===== src/design/host_send_pkg.sv =====
//####################################################################
// Host send path package
// Widths, register offsets and channel structs
//####################################################################

package host_send_pkg;

	localparam int NUM_APPS = 4;
	localparam int APP_W = 2;
	localparam int LINE_W = 512;
	localparam int ADDR_W = 48;
	// Line index within the 2 MB ring
	localparam int IDX_W = 15;
	localparam int PAGE_LINES = 64;
	// Beat count minus one
	localparam int LEN_W = 6;
	localparam int SEND_LD = 4;
	localparam int META_LD = 6;
	localparam int DATA_LD = 6;
	localparam int REQ_LD = 5;

	typedef enum logic [31:0] {
		REG_SEND_ADDR = 32'h10,
		REG_SEND_REQ  = 32'h18
	} reg_addr_e;

	typedef struct packed {
		logic        valid;
		logic        is_write;
		logic [31:0] addr;
		logic [63:0] data;
	} softreg_req_t;

	typedef struct packed {
		logic        valid;
		logic [63:0] data;
	} softreg_resp_t;

	// Total length minus one
	typedef struct packed {
		logic [IDX_W-1:0] len;
		logic             last;
	} send_req_t;

	typedef struct packed {
		logic [ADDR_W-1:0] addr;
		logic [LEN_W-1:0]  len;
		logic              last;
	} burst_desc_t;

	typedef struct packed {
		logic [APP_W-1:0] sel;
		logic [LEN_W-1:0] len;
		logic             last;
	} burst_meta_t;

	typedef struct packed {
		logic              valid;
		logic [ADDR_W-1:0] addr;
		logic [LEN_W-1:0]  len;
	} pcie_ar_t;

	typedef struct packed {
		logic              valid;
		logic [LINE_W-1:0] data;
		logic              last;
	} pcie_r_t;

	typedef struct packed {
		logic              valid;
		logic [APP_W-1:0]  sel;
		logic [LINE_W-1:0] data;
		logic              burst_last;
		logic              req_last;
	} app_data_t;

endpackage

===== src/design/send_regs.sv =====
//####################################################################
// Per-application soft registers
// Ring address, send request queueing and read-to-clear credits
//####################################################################

`timescale 1ns/100ps

module send_regs import host_send_pkg::*; (
	input  logic              clk,
	input  logic              rst,
	input  softreg_req_t      req,
	output softreg_resp_t     resp,
	output logic [ADDR_W-1:0] ring_base,
	output logic              lane_rst,
	output logic              push,
	output send_req_t         push_data,
	input  logic              req_done,
	input  logic              line_done
);

	logic rd;
	logic wr;
	logic clr;
	logic [5:0] req_cred;
	logic [15:0] line_cred;

	assign rd = req.valid && !req.is_write;
	assign wr = req.valid && req.is_write;

	assign lane_rst = wr && req.addr == REG_SEND_ADDR;
	assign push = wr && req.addr == REG_SEND_REQ;
	assign push_data = '{len: req.data[15:1], last: req.data[0]};

	// Reading the request register hands the credits to software
	assign clr = rd && req.addr == REG_SEND_REQ;

	always_ff @(posedge clk) begin
		if (lane_rst)
			ring_base <= req.data[ADDR_W-1:0];
	end

	always_ff @(posedge clk) begin
		if (rst || lane_rst) begin
			req_cred <= '0;
			line_cred <= '0;
		end else begin
			// Same-cycle increment survives the clear
			req_cred <= (clr ? 6'd0 : req_cred) + req_done;
			line_cred <= (clr ? 16'd0 : line_cred) + line_done;
		end
	end

	always_ff @(posedge clk) begin
		if (rst)
			resp.valid <= 1'b0;
		else
			resp.valid <= rd;
	end

	always_ff @(posedge clk) begin
		if (rd) begin
			case (req.addr)
				REG_SEND_ADDR: resp.data <= {{(64 - ADDR_W){1'b0}}, ring_base};
				REG_SEND_REQ: resp.data <= {42'd0, req_cred, line_cred};
				default: resp.data <= '0;
			endcase
		end
	end

	// Credits must be drained before they wrap
	assert property (@(posedge clk) disable iff (rst)
		req_done && !clr && !lane_rst |-> req_cred != '1);
	assert property (@(posedge clk) disable iff (rst)
		line_done && !clr && !lane_rst |-> line_cred != '1);

endmodule


===== config.mk =====
export PLATFORM = sky130hd
export DESIGN_NAME = send_regs
export DESIGN_NICKNAME = d
export VERILOG_FILES = /design/src/design/host_send_pkg.sv /design/src/design/send_regs.sv
export SDC_FILE = /design/constraint.sdc
export NUM_CORES = 1
export LEC_CHECK = 0
export ABC_CLOCK_PERIOD_IN_PS = 10550
export BUFFER_PORTS_ARGS = -buffer_cell sky130_fd_sc_hd__buf_4
export CORE_MARGIN = 1.5
export CORE_UTILIZATION = 44
export CTS_BUF_LIST = sky130_fd_sc_hd__clkbuf_16
export DETAILED_ROUTE_END_ITERATION = 6
export GPL_ROUTABILITY_DRIVEN = 0
export PLACE_DENSITY_LB_ADDON = 0.1
export SLEW_MARGIN = 20
export SYNTH_ARGS = -nofsm -noshare
export SYNTH_HDL_FRONTEND = slang
export SYNTH_SLANG_ARGS = --single-unit

===== constraint.sdc =====
create_clock -name clk -period 10.55 [get_ports clk]
set_input_delay 1.055 -clock clk [delete_from_list [all_inputs] [get_ports clk]]
set_output_delay 1.055 -clock clk [all_outputs]
set_load 0.005 [all_outputs]

==> out/results.tsv, run 1 <==
metric	value	unit
io_buffers	200	
dr.pass1.iters	4	
hold_viol	0	
cp.arrival	3.04	ns
hold_path_class	reg -> reg	
vias_per_cell	4.73	
synth_cell_types	34	
slew_violations	0	
worst_pin_slew	0.966	ns
dieHeight	107	µm
cts.clk_slew.worst_paths	0.05	ns
r2r_cells	7	
wl_per_cell	15.5	µm
area_delta_synth_final	43.3	%
dieArea	11400	µm²
synth_area	4740	µm²
diodes	0	
rows	37	
drive_above_1_share	47.3	%
p_leak	0.00291	µW
cp-end-kind	primary output	
netlist_top_cells_area	edfxtp_1, dfxtp_1, buf_4, and2_1, a22o_1	
cts_sinks	119	
first_global_vias	3151	
ys_warn_count	0	
max_freq	244	MHz
cts_tree	done	
grt_pass1_wl	15400	µm
required	9.50	ns
yosys-top-cells-count	edfxtp_1, buf_4, and2_1	
hpwl	6960	µm
fin_util	65.4	%
avgSynthCellArea	15.4	µm²
io_pins	233	
maxCapViolCount	0	
max-clock-path-buffers	2	
ctsHoldBuffers	0	
floorplan.initialDensity	45.7	%
crit_fanout	23	
finClkSkew	0.00727	ns
reg2reg_from	line_cred[0]	
pre_cts_ws	6.42	ns
critical_path_class	in -> out	
cts_root_buffer	clkbuf_16	
setup-violations-final	0	
clock_latency	0.40	ns
cp-start-kind	input pin	
ir_drop	0.146	mV
r2r_setup_slack	8.73	ns
synth_edf_count	96	
cts_htree_levels	4	
chipWidth	107	µm
fin_tns_setup	0	ns
power.density	169	nW/µm²
antenna_found_initial	0	
relSlewSlack	35.6	%
cts_setup_buffers	0	
vias	3087	
r2r-end	line_cred[15]	
cts_resized	0	
synth_area_leader_cell	edfxtp_1	
fin_crit	4.09	ns
cp-endpoint	push	
synth_top_area_share	60.9	%
startpoint	req[88]	
ys.flop_type	edfxtp_1	
drtAntennaViolNets	0	
timing.final.crit_share	38.8	%
rsz0062_at_grt	no	
cts_buffers	17	
synth_most_common_cell	edfxtp_1	
seq_area_frac_synth	70.6	%
async_reset_ff_share	0	%
final_nets	609	
dp.cells	620	
ys_seq_elements	119	
whs	0.501	ns
grt_use_total	18.2	%
wl	10100	µm
coreArea	10400	µm²
fin_cells	652	
status	completed	
grt_max_degree	51	
synthCells	307	
overflow	0	
drt_iter0_drc	141	
finalWorstSetupSlack	6.46	ns
drc	0	
==> state kept, by name, summed over array words and instances (netlist names) <==
name       cells
line_cred     16
resp          49
ring_base     48
req_cred       6
==> layer usage <==
metal	up-vias	part of all wire (%)	global-route usage (%)
li1	1480	-	-
met1	1462	36	18.7
met2	129	55	33.2
met3	16	6.8	6.63
met4	0	2.1	7.43
met5	-	0	0
==> critical path, stage by stage <==
cell and delay [ns]:
buf_4 0.11, nor4_2 0.29, nand4_2 0.24, nor2_1 0.19
and2_1 0.79, and3_1 0.26, buf_4 0.11
==> cells in the final DEF, fill, tap and decap left out, types with 2 or more instances in the layout <==
cell type  synthesis  routed
conb_1             1      16
and2_1            31      31
o21ai_0            2       2
a21oi_1            2       2
nor3_1             3       3
bufinv_16          0       4
xnor2_1            5       5
clkinv_2           0       5
nor4_4             3       3
nor4_2             3       3
and3_1             6       5
clkbuf_16          0      17
o31ai_1            2       2
a22o_1            22      22
buf_4             34     203
nand3_1            9       9
nand2_1            4       4
nor2b_1            6       5
or3_1              2       2
xor2_1            12      12
ha_1               4       4
edfxtp_1          96      96
nand4_1            3       3
inv_1              1       5
dfxtp_1           23      23
nor2_1            18      18
==> how the worst min path moves through the flow <==
stage | slack, ns | from | to | cells after the start
floorplan | 0.46 | line_cred[15] | line_cred[15] | 2
CTS | 0.50 | line_cred[15] | line_cred[15] | 2
global placement | 0.47 | line_cred[15] | line_cred[15] | 2
global route | 0.52 | line_cred[15] | line_cred[15] | 2
finish | 0.50 | line_cred[15] | line_cred[15] | 2
detailed placement | 0.49 | line_cred[15] | line_cred[15] | 2
==> per-stage QoR <==
stage	instance area [µm²]	total power, µW
floorplan	4790	542
global placement	6190	572
detailed placement	6190	573
CTS	6790	1150
global route	6790	1180
finish	6790	1140
==> cells by family after synthesis <==
group | after synthesis | synth area share, %
flops | 119 | 70.6
simple gates | 94 | 13.4
buf+inv | 42 | 6.55
compound gates | 30 | 5.13
xor+xnor | 17 | 3.14
fa+ha+maj | 4 | 1.06
other cells | 1 | 0.0792
==> where the power goes <==
part | total, µW | switching, µW | leakage [µW] | internal, µW
combinational | 51.0 | 19.9 | 0.00146 | 31.1
clock | 581 | 193 | 0.000309 | 388
sequential | 513 | 1.87 | 0.00114 | 511
total | 1140 | 215 | 0.00291 | 930
==> area by class of cell <==
| class | instances | area, µm² |
|---|---|---|
| fill | 809 | 3580 |
| inverter | 1 | 3.75 |
| clock inverter | 15 | 171 |
| timing repair buffer | 203 | 1520 |
| clock buffer | 17 | 425 |
| multi-input combinational | 161 | 1150 |
| tap | 136 | 170 |
| sequential | 119 | 3340 |
Note: power is estimated with default switching activity, not from simulation.
==> run 2, diff against run 1 <==
--- a/config.mk
+++ b/config.mk
@@ -5,7 +5,8 @@
 export SDC_FILE = /design/constraint.sdc
 export NUM_CORES = 1
 export LEC_CHECK = 0
-export ABC_CLOCK_PERIOD_IN_PS = 10550
+export ABC_AREA = 1
+export ABC_CLOCK_PERIOD_IN_PS = 4100
 export BUFFER_PORTS_ARGS = -buffer_cell sky130_fd_sc_hd__buf_4
 export CORE_MARGIN = 1.5
 export CORE_UTILIZATION = 44
==> constraint.sdc (replaced) <==
create_clock -name clk -period 4.1 [get_ports clk]
set_input_delay 0.41 -clock clk [delete_from_list [all_inputs] [get_ports clk]]
set_output_delay 0.41 -clock clk [all_outputs]
set_load 0.005 [all_outputs]
==> out/results.tsv, run 2 <==
metric	value	unit
first_global_vias	3765	
final_nets	767	
io_pins	233	
cts_resized	0	
cts.clk_slew.worst_paths	0.05	ns
layout_common_cells	buf_4, edfxtp_1, inv_1, nor2_1, nand2_1	
cts_buffers	17	
synth_area	5110	µm²
wl_per_cell	14.2	µm
slew_violations	0	
coreArea	11400	µm²
hold_viol	0	
drt_iter0_drc	186	
finalInstanceArea	7110	µm²
rsz0062_at_grt	no	
timing.final.crit_share	66.5	%
place_area	6580	µm²
ir_drop	0.198	mV
dr.pass1.iters	4	
seqCellArea	3340	µm²
diodes	0	
layout_commonest_cell	buf_4	
drive_above_1_share	38.9	%
area_delta_synth_final	39.1	%
cp.arrival	2.32	ns
grt_pass1_wl	18700	µm
ys_seq_elements	119	
antenna_found_initial	0	
largest_register_ffs	49	
finClkSkew	0.0102	ns
multiInputGateArea	1210	µm²
io_buffers	200	
synth_top_area_share	56.4	%
vias	3788	
max_freq	367	MHz
critical_path_class	in -> out	
nFillCells	948	
whs	0.192	ns
fin_crit	2.73	ns
path_cells	buf_4 -> nor2_1 -> and2_4 -> nand2_4 -> nor2_8 -> nand2_4 -> nor2_4 -> buf_12 -> buf_4	
cts_tree	done	
vias_per_cell	4.64	
grt_use_total	19.4	%
cpPeakStageDelay	0.55	ns
largestRegisters	resp (49), ring_base (48), line_cred (16)	
p_leak	0.00327	µW
grt_max_degree	49	
ctsHoldBuffers	0	
avgSynthCellArea	11.0	µm²
fin_tns_setup	0	ns
rows	39	
clock_latency	0.40	ns
dieArea	12300	µm²
status	completed	
synth_area_leader_cell	edfxtp_1	
synth_cell_types	36	
fin_util	62.5	%
overflow	0	
synthCells	465	
worst_pin_slew	0.750	ns
drc	0	
wl	11600	µm
maxCapViolCount	0	
synth_edf_count	96	
hpwl	8340	µm
relSlewSlack	49.9	%
ys_warn_count	0	
max-clock-path-buffers	2	
setup-violations-final	0	
ys.flop_type	edfxtp_1	
crit_fanout	33	
synth_most_common_cell	edfxtp_1	
netlist_top_cells_area	edfxtp_1, dfxtp_1, inv_1, nor2_1, buf_4	
cts_htree_levels	4	
seq_area_frac_synth	65.5	%
cts_sinks	119	
slowest_stage	nor2_4	
dieHeight	111	µm
required	3.69	ns
cp-end-kind	primary output	
chipWidth	111	µm
floorplan.initialDensity	44.9	%
yosys-top-cells-count	edfxtp_1, inv_1, nor2_1	
hold_path_class	in -> reg	
cts_root_buffer	clkbuf_16	
largest_register	resp	
cts_setup_buffers	0	
async_reset_ff_share	0	%
power.density	387	nW/µm²
drtAntennaViolNets	0	
cp-start-kind	input pin	
==> run 2: changes by cell type after synthesis, sizes merged, moves of 12 or more <==
cell   delta
and2     -30
inv      +80
nor2     +64
o21ai    +21
a22o     -22
nand3    +12
nand2    +59
==> run 2: logic make-up after synthesis <==
logic type      share of synthesized area (%)
flops                                    65.5
compound gates                           5.05
simple gates                             16.3
fa+ha+maj                               0.980
buf+inv                                  12.0
other cells                            0.0734
xor+xnor                                0.172
==> run 2: final cells by class <==
type	instances	share of cell area, %
repair buffers	203	21.6
multi-input cells	238	17.1
well taps	143	2.52
flip-flops and latches	119	47.1
clock inverters	14	1.36
inverters	82	4.37
clock buffers	17	5.99
==> run 2: metal layers <==
layer | up-vias | wire length [µm] | GRT usage [%]
li1 | 1860 | - | -
met1 | 1785 | 4710 | 23.1
met2 | 130 | 6190 | 34.6
met3 | 13 | 544 | 4.21
met4 | 0 | 167 | 6.67
met5 | - | 0 | 0
==> run 2: worst paths after layout <==
check	startpoint	endpoint	slack, ns	cells past startpoint
max	req[87]	lane_rst	1.37	9
min	req[17]	ring_base[17]	0.19	1
max reg2reg	line_cred[0]	line_cred[14]	2.29	9
min reg2reg	line_cred[3]	line_cred[3]	0.49	1
==> run 2: report_power, final <==
group | internal, µW | switching [µW] | total [µW]
Sequential | 1320 | 4.27 | 1320
Clock | 810 | 480 | 1290
Combinational | 82.7 | 59.4 | 142
==> run 2: per-stage QoR <==
step | worst slack [ns] | total power (µW) | cells
2_1_floorplan | 0.849 | 1410 | 480
3_3_place_gp | 1.27 | 1480 | 785
3_5_place_dp | 1.23 | 1490 | 785
4_1_cts | 1.32 | 2780 | 816
5_1_grt | 1.22 | 2850 | 816
6_report | 1.37 | 2750 | 816
==> run 2: critical path, delay by kind of cell <==
kind                   cells  cell delay, ns
buffers and inverters      3            0.55
AND/OR/NAND/NOR            6            1.31
==> run 3, diff against run 2 <==
--- a/config.mk
+++ b/config.mk
@@ -5,11 +5,11 @@
 export SDC_FILE = /design/constraint.sdc
 export NUM_CORES = 1
 export LEC_CHECK = 0
-export ABC_AREA = 1
-export ABC_CLOCK_PERIOD_IN_PS = 4100
+export ABC_AREA = 0
+export ABC_CLOCK_PERIOD_IN_PS = 2500
 export BUFFER_PORTS_ARGS = -buffer_cell sky130_fd_sc_hd__buf_4
 export CORE_MARGIN = 1.5
-export CORE_UTILIZATION = 44
+export CORE_UTILIZATION = 41
 export CTS_BUF_LIST = sky130_fd_sc_hd__clkbuf_16
 export DETAILED_ROUTE_END_ITERATION = 6
 export GPL_ROUTABILITY_DRIVEN = 0
==> constraint.sdc (replaced) <==
create_clock -name clk -period 2.5 [get_ports clk]
set_input_delay 0.25 -clock clk [delete_from_list [all_inputs] [get_ports clk]]
set_output_delay 0.25 -clock clk [all_outputs]
set_load 0.005 [all_outputs]
==> out/results.tsv, run 3 (same netlist as run 1, synthesis figures left out) <==
metric	value	unit
timing.final.crit_share	81.8	%
max_freq	489	MHz
area_delta_synth_final	50.8	%
finalInstanceArea	7140	µm²
p_int	4060	µW
fin_crit	2.04	ns
io_buffers	200	
cts_resized	0	
dieHeight	110	µm
wl_per_cell	14.9	µm
relSlewSlack	57.0	%
cp-end-kind	primary output	
ir_drop	0.958	mV
vias	3179	
rsz0062_at_grt	no	
drive_above_1_share	47.4	%
dr.pass1.iters	4	
cp.arrival	1.79	ns
finClkSkew	0.00676	ns
antenna_found_initial	0	
clock_latency	0.41	ns
first_global_vias	3261	
max-clock-path-buffers	2	
p_total	5000	µW
cts.clk_slew.worst_paths	0.05	ns
net-switching-power	937	µW
finalWorstSetupSlack	0.456	ns
cts_buffers	17	
required	2.25	ns
largest_register	resp	
drtAntennaViolNets	0	
power.density	700	nW/µm²
r2r_setup_slack	0.78	ns
nFillCells	907	
wl	10300	µm
grt_max_degree	50	
drc	0	
cp-start-kind	input pin	
slew_violations	0	
grt_pass1_wl	16200	µm
vias_per_cell	4.63	
cts_root_buffer	clkbuf_16	
critical_path_class	in -> out	
hpwl	7040	µm
floorplan.initialDensity	41.8	%
coreArea	11300	µm²
r2r-end	line_cred[15]	
worstHoldStart	req[35]	
hold_viol	0	
drt_iter0_drc	147	
dieArea	12200	µm²
largestRegisters	resp (49), ring_base (48), line_cred (16)	
final_nets	637	
layout_commonest_cell	buf_4	
io_pins	233	
crit_fanout	40	
cts_htree_levels	4	
seq_power_share	43.3	%
largest_register_ffs	49	
grt_use_total	17.4	%
r2r_cells	7	
diodes	0	
hold_path_class	in -> reg	
p_comb_share	4.9	%
place_area	6270	µm²
chipWidth	110	µm
layout_common_cells	buf_4, edfxtp_1, and2_1, dlygate4sd3_1, dfxtp_1	
maxCapViolCount	0	
min_delay_worst_endpoint	ring_base[35]	
reg2reg_from	line_cred[0]	
fin_util	63.1	%
hold_depth	1	
p_leak	0.00304	µW
setup-violations-final	0	
pre_cts_ws	0.227	ns
netSwitchingFraction	18.7	%
cts_tree	done	
rows	39	
status	completed	
overflow	0	
cts_sinks	119	
worst_pin_slew	0.644	ns
clkPwrFrac	51.8	%
run 3: timing repair:
action	in CTS	in global routing
hold endpoints to repair	23	0
buffers inserted	0	0
hold buffers	23	0
setup endpoints to repair	0	0
run 3: power groups by stage:
stage                     Combinational [µW]  Sequential, µW  Clock (µW)
after CTS                                249            2160        2650
after floorplan                         85.5            2200           0
after global routing                     267            2160        2730
after global placement                   213            2200           0
after detailed placement                 218            2200           0
final                                    247            2160        2590
run 3: worst max-delay path: stages:
cell and delay, ns:
buf_4 0.11, nor4_2 0.29, nand4_2 0.18, buf_4 0.20, nor3_4 0.11, and3_2 0.24
buf_12 0.23, buf_4 0.15
run 3: worst max path at each step:
| stage | startpoint | end | slack, ns |
|---|---|---|---|
| after global placement | req[66] | line_cred[9] | 0.25 |
| after CTS | req[88] | lane_rst | 0.44 |
| after global routing | req[83] | lane_rst | 0.34 |
| final | req[88] | lane_rst | 0.46 |
| after floorplan | req[97] | line_cred[9] | -0.05 |
| after detailed placement | req[66] | line_cred[9] | 0.23 |
run 3: per-stage QoR:
stage	hold WS, ns	cells	TNS [ns]
6_report	0.0230	687	0
5_1_grt	0.000425	687	0
4_1_cts	0.000275	687	0
3_5_place_dp	0.429	632	0
3_3_place_gp	0.428	632	0
2_1_floorplan	0.322	322	-0.0532
run 3: layout make-up:
| class | count | area, µm² | area share [%] |
|---|---|---|---|
| Multi-Input combinational cell | 161 | 1170 | 16.4 |
| Clock inverter | 15 | 210 | 2.94 |
| Timing Repair Buffer | 231 | 1800 | 25.3 |
| Sequential cell | 119 | 3340 | 46.8 |
| Tap cell | 143 | 179 | 2.51 |
| Clock buffer | 17 | 425 | 5.96 |
| Inverter | 1 | 3.75 | 0.0526 |
run 3: metal layers:
metal  wire length (µm)  up-vias  part of all wire [%]  GRT usage (%)
li1                   -     1543                     -              -
met1               3880     1506                    38           18.8
met2               5470      114                    53           30.5
met3                733       16                   7.1           6.92
met4                181        0                   1.8           7.18
met5                  0        -                     0              0
