===== src/design/host_send_pkg.sv =====
//####################################################################
// Host send path package
// Widths, register offsets and channel structs
//####################################################################

package host_send_pkg;

	localparam int NUM_APPS = 4;
	localparam int APP_W = 2;
	localparam int LINE_W = 512;
	localparam int ADDR_W = 48;
	// Line index within the 2 MB ring
	localparam int IDX_W = 15;
	localparam int PAGE_LINES = 64;
	// Beat count minus one
	localparam int LEN_W = 6;
	localparam int SEND_LD = 4;
	localparam int META_LD = 6;
	localparam int DATA_LD = 6;
	localparam int REQ_LD = 5;

	typedef enum logic [31:0] {
		REG_SEND_ADDR = 32'h10,
		REG_SEND_REQ  = 32'h18
	} reg_addr_e;

	typedef struct packed {
		logic        valid;
		logic        is_write;
		logic [31:0] addr;
		logic [63:0] data;
	} softreg_req_t;

	typedef struct packed {
		logic        valid;
		logic [63:0] data;
	} softreg_resp_t;

	// Total length minus one
	typedef struct packed {
		logic [IDX_W-1:0] len;
		logic             last;
	} send_req_t;

	typedef struct packed {
		logic [ADDR_W-1:0] addr;
		logic [LEN_W-1:0]  len;
		logic              last;
	} burst_desc_t;

	typedef struct packed {
		logic [APP_W-1:0] sel;
		logic [LEN_W-1:0] len;
		logic             last;
	} burst_meta_t;

	typedef struct packed {
		logic              valid;
		logic [ADDR_W-1:0] addr;
		logic [LEN_W-1:0]  len;
	} pcie_ar_t;

	typedef struct packed {
		logic              valid;
		logic [LINE_W-1:0] data;
		logic              last;
	} pcie_r_t;

	typedef struct packed {
		logic              valid;
		logic [APP_W-1:0]  sel;
		logic [LINE_W-1:0] data;
		logic              burst_last;
		logic              req_last;
	} app_data_t;

endpackage

===== src/design/read_issue.sv =====
//####################################################################
// PCIe read-address issue
// Arbitrates lane descriptors and records each burst's owner
//####################################################################

`timescale 1ns/100ps

module read_issue import host_send_pkg::*; (
	input  logic                clk,
	input  logic                rst,
	input  burst_desc_t         desc [NUM_APPS],
	input  logic [NUM_APPS-1:0] desc_empty,
	output logic [NUM_APPS-1:0] desc_pop,
	output pcie_ar_t            ar,
	input  logic                arready,
	input  logic                meta_full,
	output logic                meta_wr,
	output burst_meta_t         meta
);

	logic arb_ready;
	logic [APP_W-1:0] sel;
	logic accept;

	assign arb_ready = arready && !meta_full;

	rr_arbiter u_arb (
		.clk(clk),
		.rst(rst),
		.ready(arb_ready),
		.reqs(~desc_empty),
		.sel(sel)
	);

	assign ar.valid = !desc_empty[sel] && !meta_full;
	assign ar.addr = desc[sel].addr;
	assign ar.len = desc[sel].len;

	assign accept = ar.valid && arready;

	always_comb begin
		desc_pop = '0;
		if (accept)
			desc_pop[sel] = 1'b1;
	end

	// Owner and length follow the burst to the return side
	assign meta_wr = accept;
	assign meta.sel = sel;
	assign meta.len = desc[sel].len;
	assign meta.last = desc[sel].last;

	// Any waiting descriptor must land on a selected lane
	assert property (@(posedge clk) disable iff (rst)
		desc_empty != '1 && !meta_full |-> ar.valid);

	// The pointer must not rotate away while a request is offered
	assert property (@(posedge clk) disable iff (rst)
		ar.valid && !arready |=> ar.valid);

endmodule


===== src/design/rr_arbiter.sv =====
//####################################################################
// Four-way rotating-priority selector
//####################################################################

`timescale 1ns/100ps

module rr_arbiter import host_send_pkg::*; (
	input  logic                clk,
	input  logic                rst,
	input  logic                ready,
	input  logic [NUM_APPS-1:0] reqs,
	output logic [APP_W-1:0]    sel
);

	logic [APP_W-1:0] prio;

	always_ff @(posedge clk) begin
		if (rst)
			prio <= '0;
		else if (ready)
			prio <= prio + 1'b1;
	end

	// Scan from the far end so the nearest requester wins
	always_comb begin
		logic [APP_W-1:0] idx;
		sel = prio;
		for (int i = NUM_APPS - 1; i >= 0; i--) begin
			idx = prio + APP_W'(i);
			if (reqs[idx])
				sel = idx;
		end
	end

endmodule


===== config.mk =====
export PLATFORM = sky130hd
export DESIGN_NAME = read_issue
export DESIGN_NICKNAME = d
export VERILOG_FILES = /design/src/design/host_send_pkg.sv /design/src/design/read_issue.sv /design/src/design/rr_arbiter.sv
export SDC_FILE = /design/constraint.sdc
export NUM_CORES = 1
export LEC_CHECK = 0
export ABC_CLOCK_PERIOD_IN_PS = 3800
export BUFFER_PORTS_ARGS = -buffer_cell sky130_fd_sc_hd__buf_2
export CORE_AREA = 2 2 114 116
export CTS_BUF_LIST = sky130_fd_sc_hd__clkbuf_16
export CTS_CLUSTER_DIAMETER = 200
export CTS_CLUSTER_SIZE = 28
export DETAILED_ROUTE_END_ITERATION = 10
export DIE_AREA = 0 0 116 118
export SLEW_MARGIN = 30
export SYNTH_ARGS = -nofsm -noshare
export SYNTH_HDL_FRONTEND = slang
export SYNTH_HIERARCHICAL = 1
export SYNTH_SLANG_ARGS = --single-unit

===== constraint.sdc =====
create_clock -name clk -period 3.8 [get_ports clk]
set_clock_uncertainty 0.05 [all_clocks]
set_input_delay 0.76 -clock clk [delete_from_list [all_inputs] [get_ports clk]]
set_output_delay 0.76 -clock clk [all_outputs]
set_load 0.005 [all_outputs]

==> metrics.yaml, run 1 <==
rsz0062_at_grt: "false"
r2r_end: "u_arb/prio[1]$_SDFFE_PP0P_"
hp-class: "flip-flop to flip-flop"
multi_input_area_mm2: 0.00144
period_share_pct: 91.9
async_flop_share_pct: 0
p_leak_nw: 1.67
startpoint_type: "primary input"
cp.arrival_ps: 2680
via_per_inst: 4.16
ys.flop_type: "dfxtp_1"
num-fill-cells: 1331
ys_seq_area_share_pct: 2.46
endpoint_kind: "output port"
synth_top_cells_by_count: "mux4_2, buf_4, inv_1"
synth_top_area_share_pct: 77.4
yosys.cell_types.count: 27
hold_path.startpoint: "u_arb/prio[0]$_SDFFE_PP0P_"
p_per_area_mw_per_mm2: 206
cts-htree-levels: 1
core_area_mm2: 0.0124
synth_edf_count: 0
largest_register: "u_arb/prio"
clockRootBuffer: "clkbuf_16"
post-cts-setup-buffers: 0
ant_nets: 0
synth_most_common_cell: "mux4_2"
grt_pass1_wl_um: 12100
place_congestion: 0.878
yosys_warnings: 6
finalWirelength_um: 8410
drtIter0Drc: 82
cts_buffers: 3
final_nets: 622
fin_util_pct: 26.8
fp.dieH_um: 118
io_pins: 297
stdcell_area_mm2: 0.00333
synth_area_leaders: "mux4_2, buf_4, dfxtp_1, buf_2, inv_1"
power_uw: 688
drc: 0
fmax_mhz: 286
fp.dieW_um: 116
syn_nets: 338
synth_top_area_cell: "mux4_2"
syn2layout_area_growth_pct: 104
overflow: 0
num_rows: 41
grt_pass1_vias: 2485
io_buffers: 296
cts_sinks: 2
regArea_um2: 40.0
setup_violations: 0
drive_gt1_share_pct: 91.8
syn_avg_cell_area_um2: 14.8
maxCapViolCount: 0
worstPathRequired_ps: 2990
clk_pin_slew_worst_paths_ps: 30
cp_max_fo: 34
hold_depth: 2
grt_usage_pct: 11.0
reg2reg_slack_ps: 2910
path_class: "primary input to output port"
tns_ps: 0
grt_max_degree: 62
clk_path_buf_depth: 2
period_needed_ps: 3490
dr.pass1.iters: 4
dpl_cell_area_mm2: 0.00325
synth_cells: 110
reg2reg_depth: 3
maxSlewViolCount: 0
netlist_area_mm2: 0.00163
hold_path_end: "u_arb/prio[0]$_SDFFE_PP0P_"
post_cts_resize_count: 0
top_regs: "u_arb/prio (2)"
hold_viol: 0
largest_reg_flops: 2
worst_slew_pin_slew_ps: 404
cts_tree: "done"
antenna_found_initial: 1
r2r_start: "u_arb/prio[0]$_SDFFE_PP0P_"
ys_ff_latch: 2
timing.hold.ws_ps: 575
status: "completed"
initial_core_util_pct: 13.1
slew_headroom_pct: 72.9
dp_hpwl_um: 7400
clk_latency_ps: 220
die_area_mm2: 0.0137
wl_per_cell_um: 14.9
num_vias: 2350
hold_buffers: 0
vdd_drop_max_uv: 259
## worst max-delay path: stages
cell      delay, ps
buf_2           100
inv_1            60
nor2b_1         140
a21o_1          190
a211oi_4        340
buf_12          290
mux4_2          560
nor2_1          110
buf_2           120
## power by group
part / switching, mW / internal, mW
clock: 0.0234 / 0.134
sequential: 0.00236 / 0.0225
combinational: 0.193 / 0.313
## stage by stage
step | instances | setup WS, ps
2_1_floorplan | 110 | 482
3_3_place_gp | 561 | 344
3_5_place_dp | 561 | 277
4_1_cts | 564 | 267
5_1_grt | 564 | 148
6_report | 565 | 306
## worst max-delay path by stage
| stage | depth (start not counted) | slack, ps | startpoint | to |
|---|---|---|---|---|
| final | 9 | 310 | desc_empty[2] | meta_wr |
| after global placement | 9 | 340 | desc_empty[2] | meta_wr |
| after floorplan | 8 | 480 | desc_empty[2] | meta[1] |
| after global routing | 9 | 150 | desc_empty[2] | meta_wr |
| after detailed placement | 9 | 280 | desc_empty[2] | meta_wr |
| after CTS | 9 | 270 | desc_empty[2] | meta_wr |
## cells in the final DEF (no fill, tap or decap), types with 2 or more instances in the layout
cell type and instances:
buf_12 3, mux4_2 56, nand2b_1 3, dfxtp_1 2, nand3b_1 2, buf_2 296
nor2_1 5, inv_1 6, clkbuf_16 3
## area by class of cell
class	count	share of cell area (%)
antenna	1	0.0751
timing repair buffer	299	46.3
sequential	2	1.20
clock buffer	3	2.25
tap	172	6.46
multi-input combinational	82	43.1
inverter	6	0.676
## cells by family (layout without fill, tap and decap cells)
group | Yosys count | count (layout) | synth area share (%)
AO/OA/AOI/OAI | 5 | 5 | 2.30
XOR/XNOR | 2 | 2 | 1.07
flip-flops | 2 | 2 | 2.46
multiplexers | 56 | 56 | 77.4
AND/OR/NAND/NOR | 19 | 19 | 6.68
other | 0 | 1 | 0
buffers and inverters | 26 | 308 | 10.1
## layer usage
layer / routed length [µm] / vias up / track usage [%]
met5: 0 / - / 0
met4: 45 / 0 / 1.56
met3: 988 / 8 / 2.73
met2: 4470 / 161 / 21.3
met1: 2900 / 1123 / 12.0
li1: - / 1058 / -
Note: power is estimated with default switching activity, not from simulation.
==> run 2: changes to the inputs <==
--- a/config.mk
+++ b/config.mk
@@ -5,14 +5,15 @@
 export SDC_FILE = /design/constraint.sdc
 export NUM_CORES = 1
 export LEC_CHECK = 0
-export ABC_CLOCK_PERIOD_IN_PS = 3800
+export ABC_AREA = 1
+export ABC_CLOCK_PERIOD_IN_PS = 2800
 export BUFFER_PORTS_ARGS = -buffer_cell sky130_fd_sc_hd__buf_2
-export CORE_AREA = 2 2 114 116
+export CORE_AREA = 2 2 115 117
 export CTS_BUF_LIST = sky130_fd_sc_hd__clkbuf_16
 export CTS_CLUSTER_DIAMETER = 200
 export CTS_CLUSTER_SIZE = 28
 export DETAILED_ROUTE_END_ITERATION = 10
-export DIE_AREA = 0 0 116 118
+export DIE_AREA = 0 0 117 119
 export SLEW_MARGIN = 30
 export SYNTH_ARGS = -nofsm -noshare
 export SYNTH_HDL_FRONTEND = slang
==> constraint.sdc (replaced) <==
create_clock -name clk -period 2.8 [get_ports clk]
set_clock_uncertainty 0.05 [all_clocks]
set_input_delay 0.56 -clock clk [delete_from_list [all_inputs] [get_ports clk]]
set_output_delay 0.56 -clock clk [all_outputs]
set_load 0.005 [all_outputs]
==> metrics.yaml, run 2 <==
synth_top_family_by_area: "simple AND/OR/NAND/NOR gates"
fp.dieW_um: 117  # +0.86%
syn_avg_cell_area_um2: 5.22  # -65%
period_share_pct: 99.7
cp.arrival_ps: 2180  # -500 ps
maxCapViolCount: 0  # unchanged
ys_seq_area_share_pct: 2.24  # -0.21 points
num_vias: 3601  # +53%
syn2layout_area_growth_pct: 138
critPathMaxStageDelay_ps: 200  # -360 ps
cts_tree: "done"
hold_viol: 0  # unchanged
synthAdderAreaFrac_pct: 0  # unchanged
io_buffers: 296  # unchanged
fin_ws_ps: 9.12  # -297 ps
p_leak_nw: 2.30  # +38%
final_nets: 889  # +43%
async_flop_share_pct: 0  # unchanged
finalWirelength_um: 12100  # +43%
cp_max_fo: 19  # -44%
vdd_drop_max_uv: 410  # +59%
hp-class: "primary input to flip-flop"
final_cell_mix: "buf_2, nand2_1, nand3_1, a22oi_2, a22oi_1"
grt_usage_pct: 13.7  # +2.8 points
grt_pass1_wl_um: 15400  # +28%
grt_max_degree: 33  # -47%
status: "completed"
largest_reg_flops: 2  # unchanged
layout_commonest_cell: "buf_2"
crit_path_frequent_cell: "nand2_2"
startpoint_type: "primary input"
drtIter0Drc: 215  # +160%
clk_latency_ps: 220  # about the same
largest_register: "u_arb/prio"
ant_nets: 0  # unchanged
power_mw: 1.85  # +170%
worst_slew_pin_slew_ps: 222  # -182 ps
die_area_mm2: 0.0139  # +1.7%
antenna_found_initial: 2  # +1
clockRootBuffer: "clkbuf_16"
top_regs: "u_arb/prio (2)"
antennaDiodeCount: 0  # -1
worstPathRequired_ps: 2190  # -800 ps
p_per_area_mw_per_mm2: 435  # +110%
endpoint_kind: "output port"
cpMaxStageDelayCell: "buf_12"
yosys.cell_types.count: 18  # -33%
synth-compound-area-share_pct: 26.3  # +24 points
synth_top_cells_by_count: "nand2_1, nand3_1, a22oi_1"
syn_nets: 570  # +69%
cts-htree-levels: 1  # unchanged
fp.dieH_um: 119  # +0.85%
path_cells: "buf_2, inv_2, inv_1, nand2_2, nand3_2, nand2_1, inv_1, nand2_1, nand2_2, nand2_2, nand2_2, nand2_4, inv_4, nor2_4, buf_12, buf_6, a22oi_2, nand3_1, buf_2"
drive_gt1_share_pct: 64.5  # -27 points
path_class: "primary input to output port"
io_pins: 297  # unchanged
yosys_warnings: 6  # unchanged
synthSimpleGateAreaFrac_pct: 53.6  # +47 points
initial_core_util_pct: 13.9  # +0.74 points
yosys.area_share.xor_xnor_pct: 0  # -1.1 points
cts_sinks: 2  # unchanged
fmax_mhz: 358
rsz0062_at_grt: "true"
synth_top_area_share_pct: 29.9  # -48 points
via_per_inst: 4.31  # +3.7%
synth_cells: 342  # +210%
pre_cts_ws_ps: -190  # -467 ps
synth_top_area_cell: "nand2_1"
grt_util_met3_pct: 1.78  # -0.95 points
overflow: 0  # unchanged
synthMuxAreaShare_pct: 0  # -77 points
ys.flop_type: "dfxtp_1"
grt_pass1_vias: 3258  # +31%
slew_headroom_pct: 85.2  # +12 points
core_area_mm2: 0.0129  # +3.7%
use_met2_pct: 24.0  # +2.6 points
timing.hold.ws_ps: 463  # -112 ps
top_usage_layer: "met2"
synth_area_leaders: "nand2_1, a22oi_1, nand3_1, buf_4, a22oi_2"
period_needed_ps: 2790
num_rows: 42  # +2.4%
cp_top_family: "simple AND/OR/NAND/NOR gates"
dp_hpwl_um: 9170  # +24%
cts_buffers: 3  # unchanged
clk_pin_slew_worst_paths_ps: 30  # about the same
synth_edf_count: 0  # unchanged
grtUsageMet1_pct: 18.1  # +6.1 points
ys_ff_latch: 2  # unchanged
netlist_area_mm2: 0.00179  # +9.5%
synth_most_common_cell: "nand2_1"
setup_violations: 0  # unchanged
maxSlewViolCount: 0  # unchanged
path_buf_inv: 8  # +4
place_congestion: 0.823  # -6.3%
drc: 0  # unchanged
clk_path_buf_depth: 2  # unchanged
dr.pass1.iters: 4  # unchanged
wl_per_cell_um: 14.4  # -2.9%
[run 2: changes by cell type after synthesis, sizes merged, moves of 3 or more]
cell / before / now
buf: 15 / 29
clkbuf: 5 / 1
mux4: 56 / 0
inv: 6 / 24
nand2b: 3 / 0
nor2: 5 / 11
nand3: 0 / 66
a22oi: 0 / 54
nand2: 2 / 149
[run 2: what timing repair did]
item / in CTS / in global routing
pin swaps: 4 / 17
resized for setup: 17 / 68
endpoints found under the hold margin: 0 / 0
gates cloned: 0 / 7
setup endpoints to repair: 67 / 67
setup buffers: 0 / 6
hold buffers: 0 / 0
[run 2: layer usage]
layer / share of wire [%] / wire length [µm]
met3: 8.5 / 1030
met5: 0.10 / 12
met4: 1.2 / 146
met2: 48 / 5840
met1: 42 / 5040
[run 2: final cells by class]
class                      count  area, µm²
timing repair buffer         344       2140
fill                        1436       8630
tap                          176        220
inverter                      24        103
multi-input combinational    286       1660
clock buffer                   3       75.1
sequential                     2       42.5
[run 2: cells by family (layout without fill, tap and decap cells)]
| kind of cell | count (synthesis) | in the layout |
|---|---|---|
| flops | 2 | 2 |
| simple gates | 227 | 227 |
| compound gates | 59 | 59 |
| buf+inv | 54 | 371 |
[run 2: power by group]
| part | total [mW] | switching [mW] | leakage, nW | internal, mW |
|---|---|---|---|---|
| Combinational | 1.60 | 0.773 | 2.25 | 0.827 |
| Clock | 0.212 | 0.0307 | 0.0370 | 0.182 |
| Sequential | 0.0341 | 0.00301 | 0.0172 | 0.0311 |
[run 2: stage by stage]
stage / setup TNS, ps / cell area [µm²] / util (%) / std cells
CTS: 0 / 3770 / 29.3 / 822
finish: 0 / 4240 / 33.0 / 835
global placement: -6850 / 3640 / 28.3 / 819
floorplan: 0 / 1790 / - / 342
detailed placement: -7820 / 3640 / 28.3 / 819
global route: -5010 / 4240 / 33.0 / 835
[run 2: worst paths after layout]
kind,start,to,cells past startpoint,slack (ps)
hold / removal,rst,u_arb/prio[0]$_SDFFE_PP0P_,2,460
setup / recovery,desc_empty[0],ar[50],19,9
hold reg to reg,u_arb/prio[0]$_SDFFE_PP0P_,u_arb/prio[0]$_SDFFE_PP0P_,3,550
setup reg to reg,u_arb/prio[0]$_SDFFE_PP0P_,u_arb/prio[1]$_SDFFE_PP0P_,5,1810
==> run 3: changes to the inputs <==
--- a/config.mk
+++ b/config.mk
@@ -9,9 +9,8 @@
 export ABC_CLOCK_PERIOD_IN_PS = 2800
 export BUFFER_PORTS_ARGS = -buffer_cell sky130_fd_sc_hd__buf_2
 export CORE_AREA = 2 2 115 117
-export CTS_BUF_LIST = sky130_fd_sc_hd__clkbuf_16
+export CTS_BUF_LIST = sky130_fd_sc_hd__clkbuf_8
 export CTS_CLUSTER_DIAMETER = 200
-export CTS_CLUSTER_SIZE = 28
 export DETAILED_ROUTE_END_ITERATION = 10
 export DIE_AREA = 0 0 117 119
 export SLEW_MARGIN = 30
==> metrics.yaml, run 3 (synthesis results as in run 2) <==
crit_path_frequent_cell: "nand2_2"
worst_slew_pin_slew_ps: 222  # +0.101 ps
worstPathRequired_ps: 2190  # about the same
ant_nets: 0  # unchanged
fmax_mhz: 358  # -0.11%
finalWirelength_um: 11900  # -1.3%
grt_max_degree: 33  # unchanged
regArea_um2: 42.5  # unchanged
slew_headroom_pct: 85.2  # about the same
maxSlewViolCount: 0  # unchanged
maxCapViolCount: 0  # unchanged
status: "completed"
vdd_drop_max_uv: 249  # -39%
cts_buffers: 3  # unchanged
cts-htree-levels: 1  # unchanged
setup_violations: 0  # unchanged
cts_tree: "done"
num_rows: 42  # unchanged
wl_per_cell_um: 14.3  # -1.2%
hold_viol: 0  # unchanged
grt_pass1_vias: 3256  # -0.061%
fp.dieW_um: 117  # unchanged
dr.pass1.iters: 4  # unchanged
largest_register: "u_arb/prio"
place_congestion: 0.823  # unchanged
num_vias: 3592  # -0.25%
p_leak_nw: 2.27  # -1.2%
tns_ps: 0  # unchanged
period_needed_ps: 2790  # +3.01 ps
die_area_mm2: 0.0139  # unchanged
timing.hold.ws_ps: 474  # +11.1 ps
antenna_found_initial: 2  # unchanged
multi_input_area_mm2: 0.00166  # unchanged
pre_cts_ws_ps: -190  # unchanged
critPathMaxStageDelay_ps: 200  # about the same
cpMaxStageDelayCell: "buf_12"
startpoint_type: "primary input"
io_buffers: 296  # unchanged
dp_hpwl_um: 9170  # unchanged
stdcell_area_mm2: 0.00418  # -1.5%
clk_pin_slew_worst_paths_ps: 30  # about the same
final_cell_mix: "buf_2, nand2_1, nand3_1, a22oi_2, a22oi_1"
path_class: "primary input to output port"
drtIter0Drc: 179  # -17%
p_per_area_mw_per_mm2: 413  # -5.2%
antennaDiodeCount: 0  # unchanged
dpl_cell_area_mm2: 0.00364  # unchanged
grt_pass1_wl_um: 15400  # -0.18%
core_area_mm2: 0.0129  # unchanged
cp.arrival_ps: 2180  # about the same
endpoint_kind: "output port"
cts_sinks: 2  # unchanged
initial_core_util_pct: 13.9  # unchanged
clk_latency_ps: 210  # about the same
layout_commonest_cell: "buf_2"
cp_max_fo: 19  # unchanged
clockRootBuffer: "clkbuf_8"
grt_usage_pct: 13.7  # -0.021 points
fin_ws_ps: 6.11  # -3.01 ps
reg2reg_slack_ps: 1820  # about the same
overflow: 0  # unchanged
fin_util_pct: 32.5  # -0.51 points
largest_reg_flops: 2  # unchanged
hold_buffers: 0  # unchanged
clk_path_buf_depth: 2  # unchanged
via_per_inst: 4.31  # -0.13%
io_pins: 297  # unchanged
period_share_pct: 99.8  # +0.11 points
num-fill-cells: 1448  # +0.84%
hp-class: "primary input to flip-flop"
top_regs: "u_arb/prio (2)"
rsz0062_at_grt: "true"
drc: 0  # unchanged
path_cells: "buf_2, inv_2, inv_1, nand2_2, nand3_2, nand2_1, inv_1, nand2_1, nand2_2, nand2_2, nand2_2, nand2_4, inv_4, nor2_4, buf_12, buf_6, a22oi_2, nand3_1, buf_2"
final_nets: 888  # -0.11%
drive_gt1_share_pct: 64.4  # about the same
fp.dieH_um: 119  # unchanged
syn2layout_area_growth_pct: 134
## run 3: changes by cell type in the layout (fill, tap and decap cells not counted)
cell / before / now
clkbuf_8: 0 / 3
buf_2: 294 / 295
clkbuf_16: 9 / 5
buf_6: 12 / 11
## run 3: repair_timing
action                                 in CTS  in global routing
pin swaps                                   4                 17
resized for setup                          16                 68
gates cloned                                0                  6
endpoints found under the hold margin       0                  0
buffers inserted                            0                  6
setup endpoints to repair                  67                 67
## run 3: final timing paths
kind | from | endpoint | depth (start not counted)
hold / removal | rst | u_arb/prio[0]$_SDFFE_PP0P_ | 2
hold reg to reg | u_arb/prio[0]$_SDFFE_PP0P_ | u_arb/prio[0]$_SDFFE_PP0P_ | 3
setup reg to reg | u_arb/prio[0]$_SDFFE_PP0P_ | u_arb/prio[1]$_SDFFE_PP0P_ | 5
setup / recovery | desc_empty[2] | ar[50] | 19
## run 3: layout make-up
class | count | area share [%]
inverters | 24 | 2.46
clock buffers | 3 | 0.988
multi-input cells | 286 | 39.8
flip-flops and latches | 2 | 1.02
repair buffers | 343 | 50.5
well taps | 176 | 5.27
## run 3: worst max-delay path: cells and delay by family
family                 cells  cell delay [ps]
and+or+nand+nor           10              860
buffers and inverters      8              720
AOI/OAI and AO/OA          1               40
## run 3: through the flow
| step | power, mW | std cells |
|---|---|---|
| floorplan | 0.711 | 342 |
| global placement | 1.36 | 819 |
| detailed placement | 1.36 | 819 |
| CTS | 1.50 | 822 |
| global route | 1.89 | 834 |
| finish | 1.72 | 834 |
## run 3: per-layer routing
layer / wire (µm) / track usage (%) / vias to the layer above
met5: 12 / 0 / -
met4: 145 / 2.43 / 2
met3: 1100 / 1.78 / 12
met2: 5770 / 23.9 / 180
met1: 4870 / 18.0 / 1606
li1: - / - / 1792
## run 3: power by group
part	total, mW	switching, mW	internal (mW)
Sequential	0.0341	0.00299	0.0312
Clock	0.111	0.0206	0.0907
Combinational	1.58	0.764	0.814
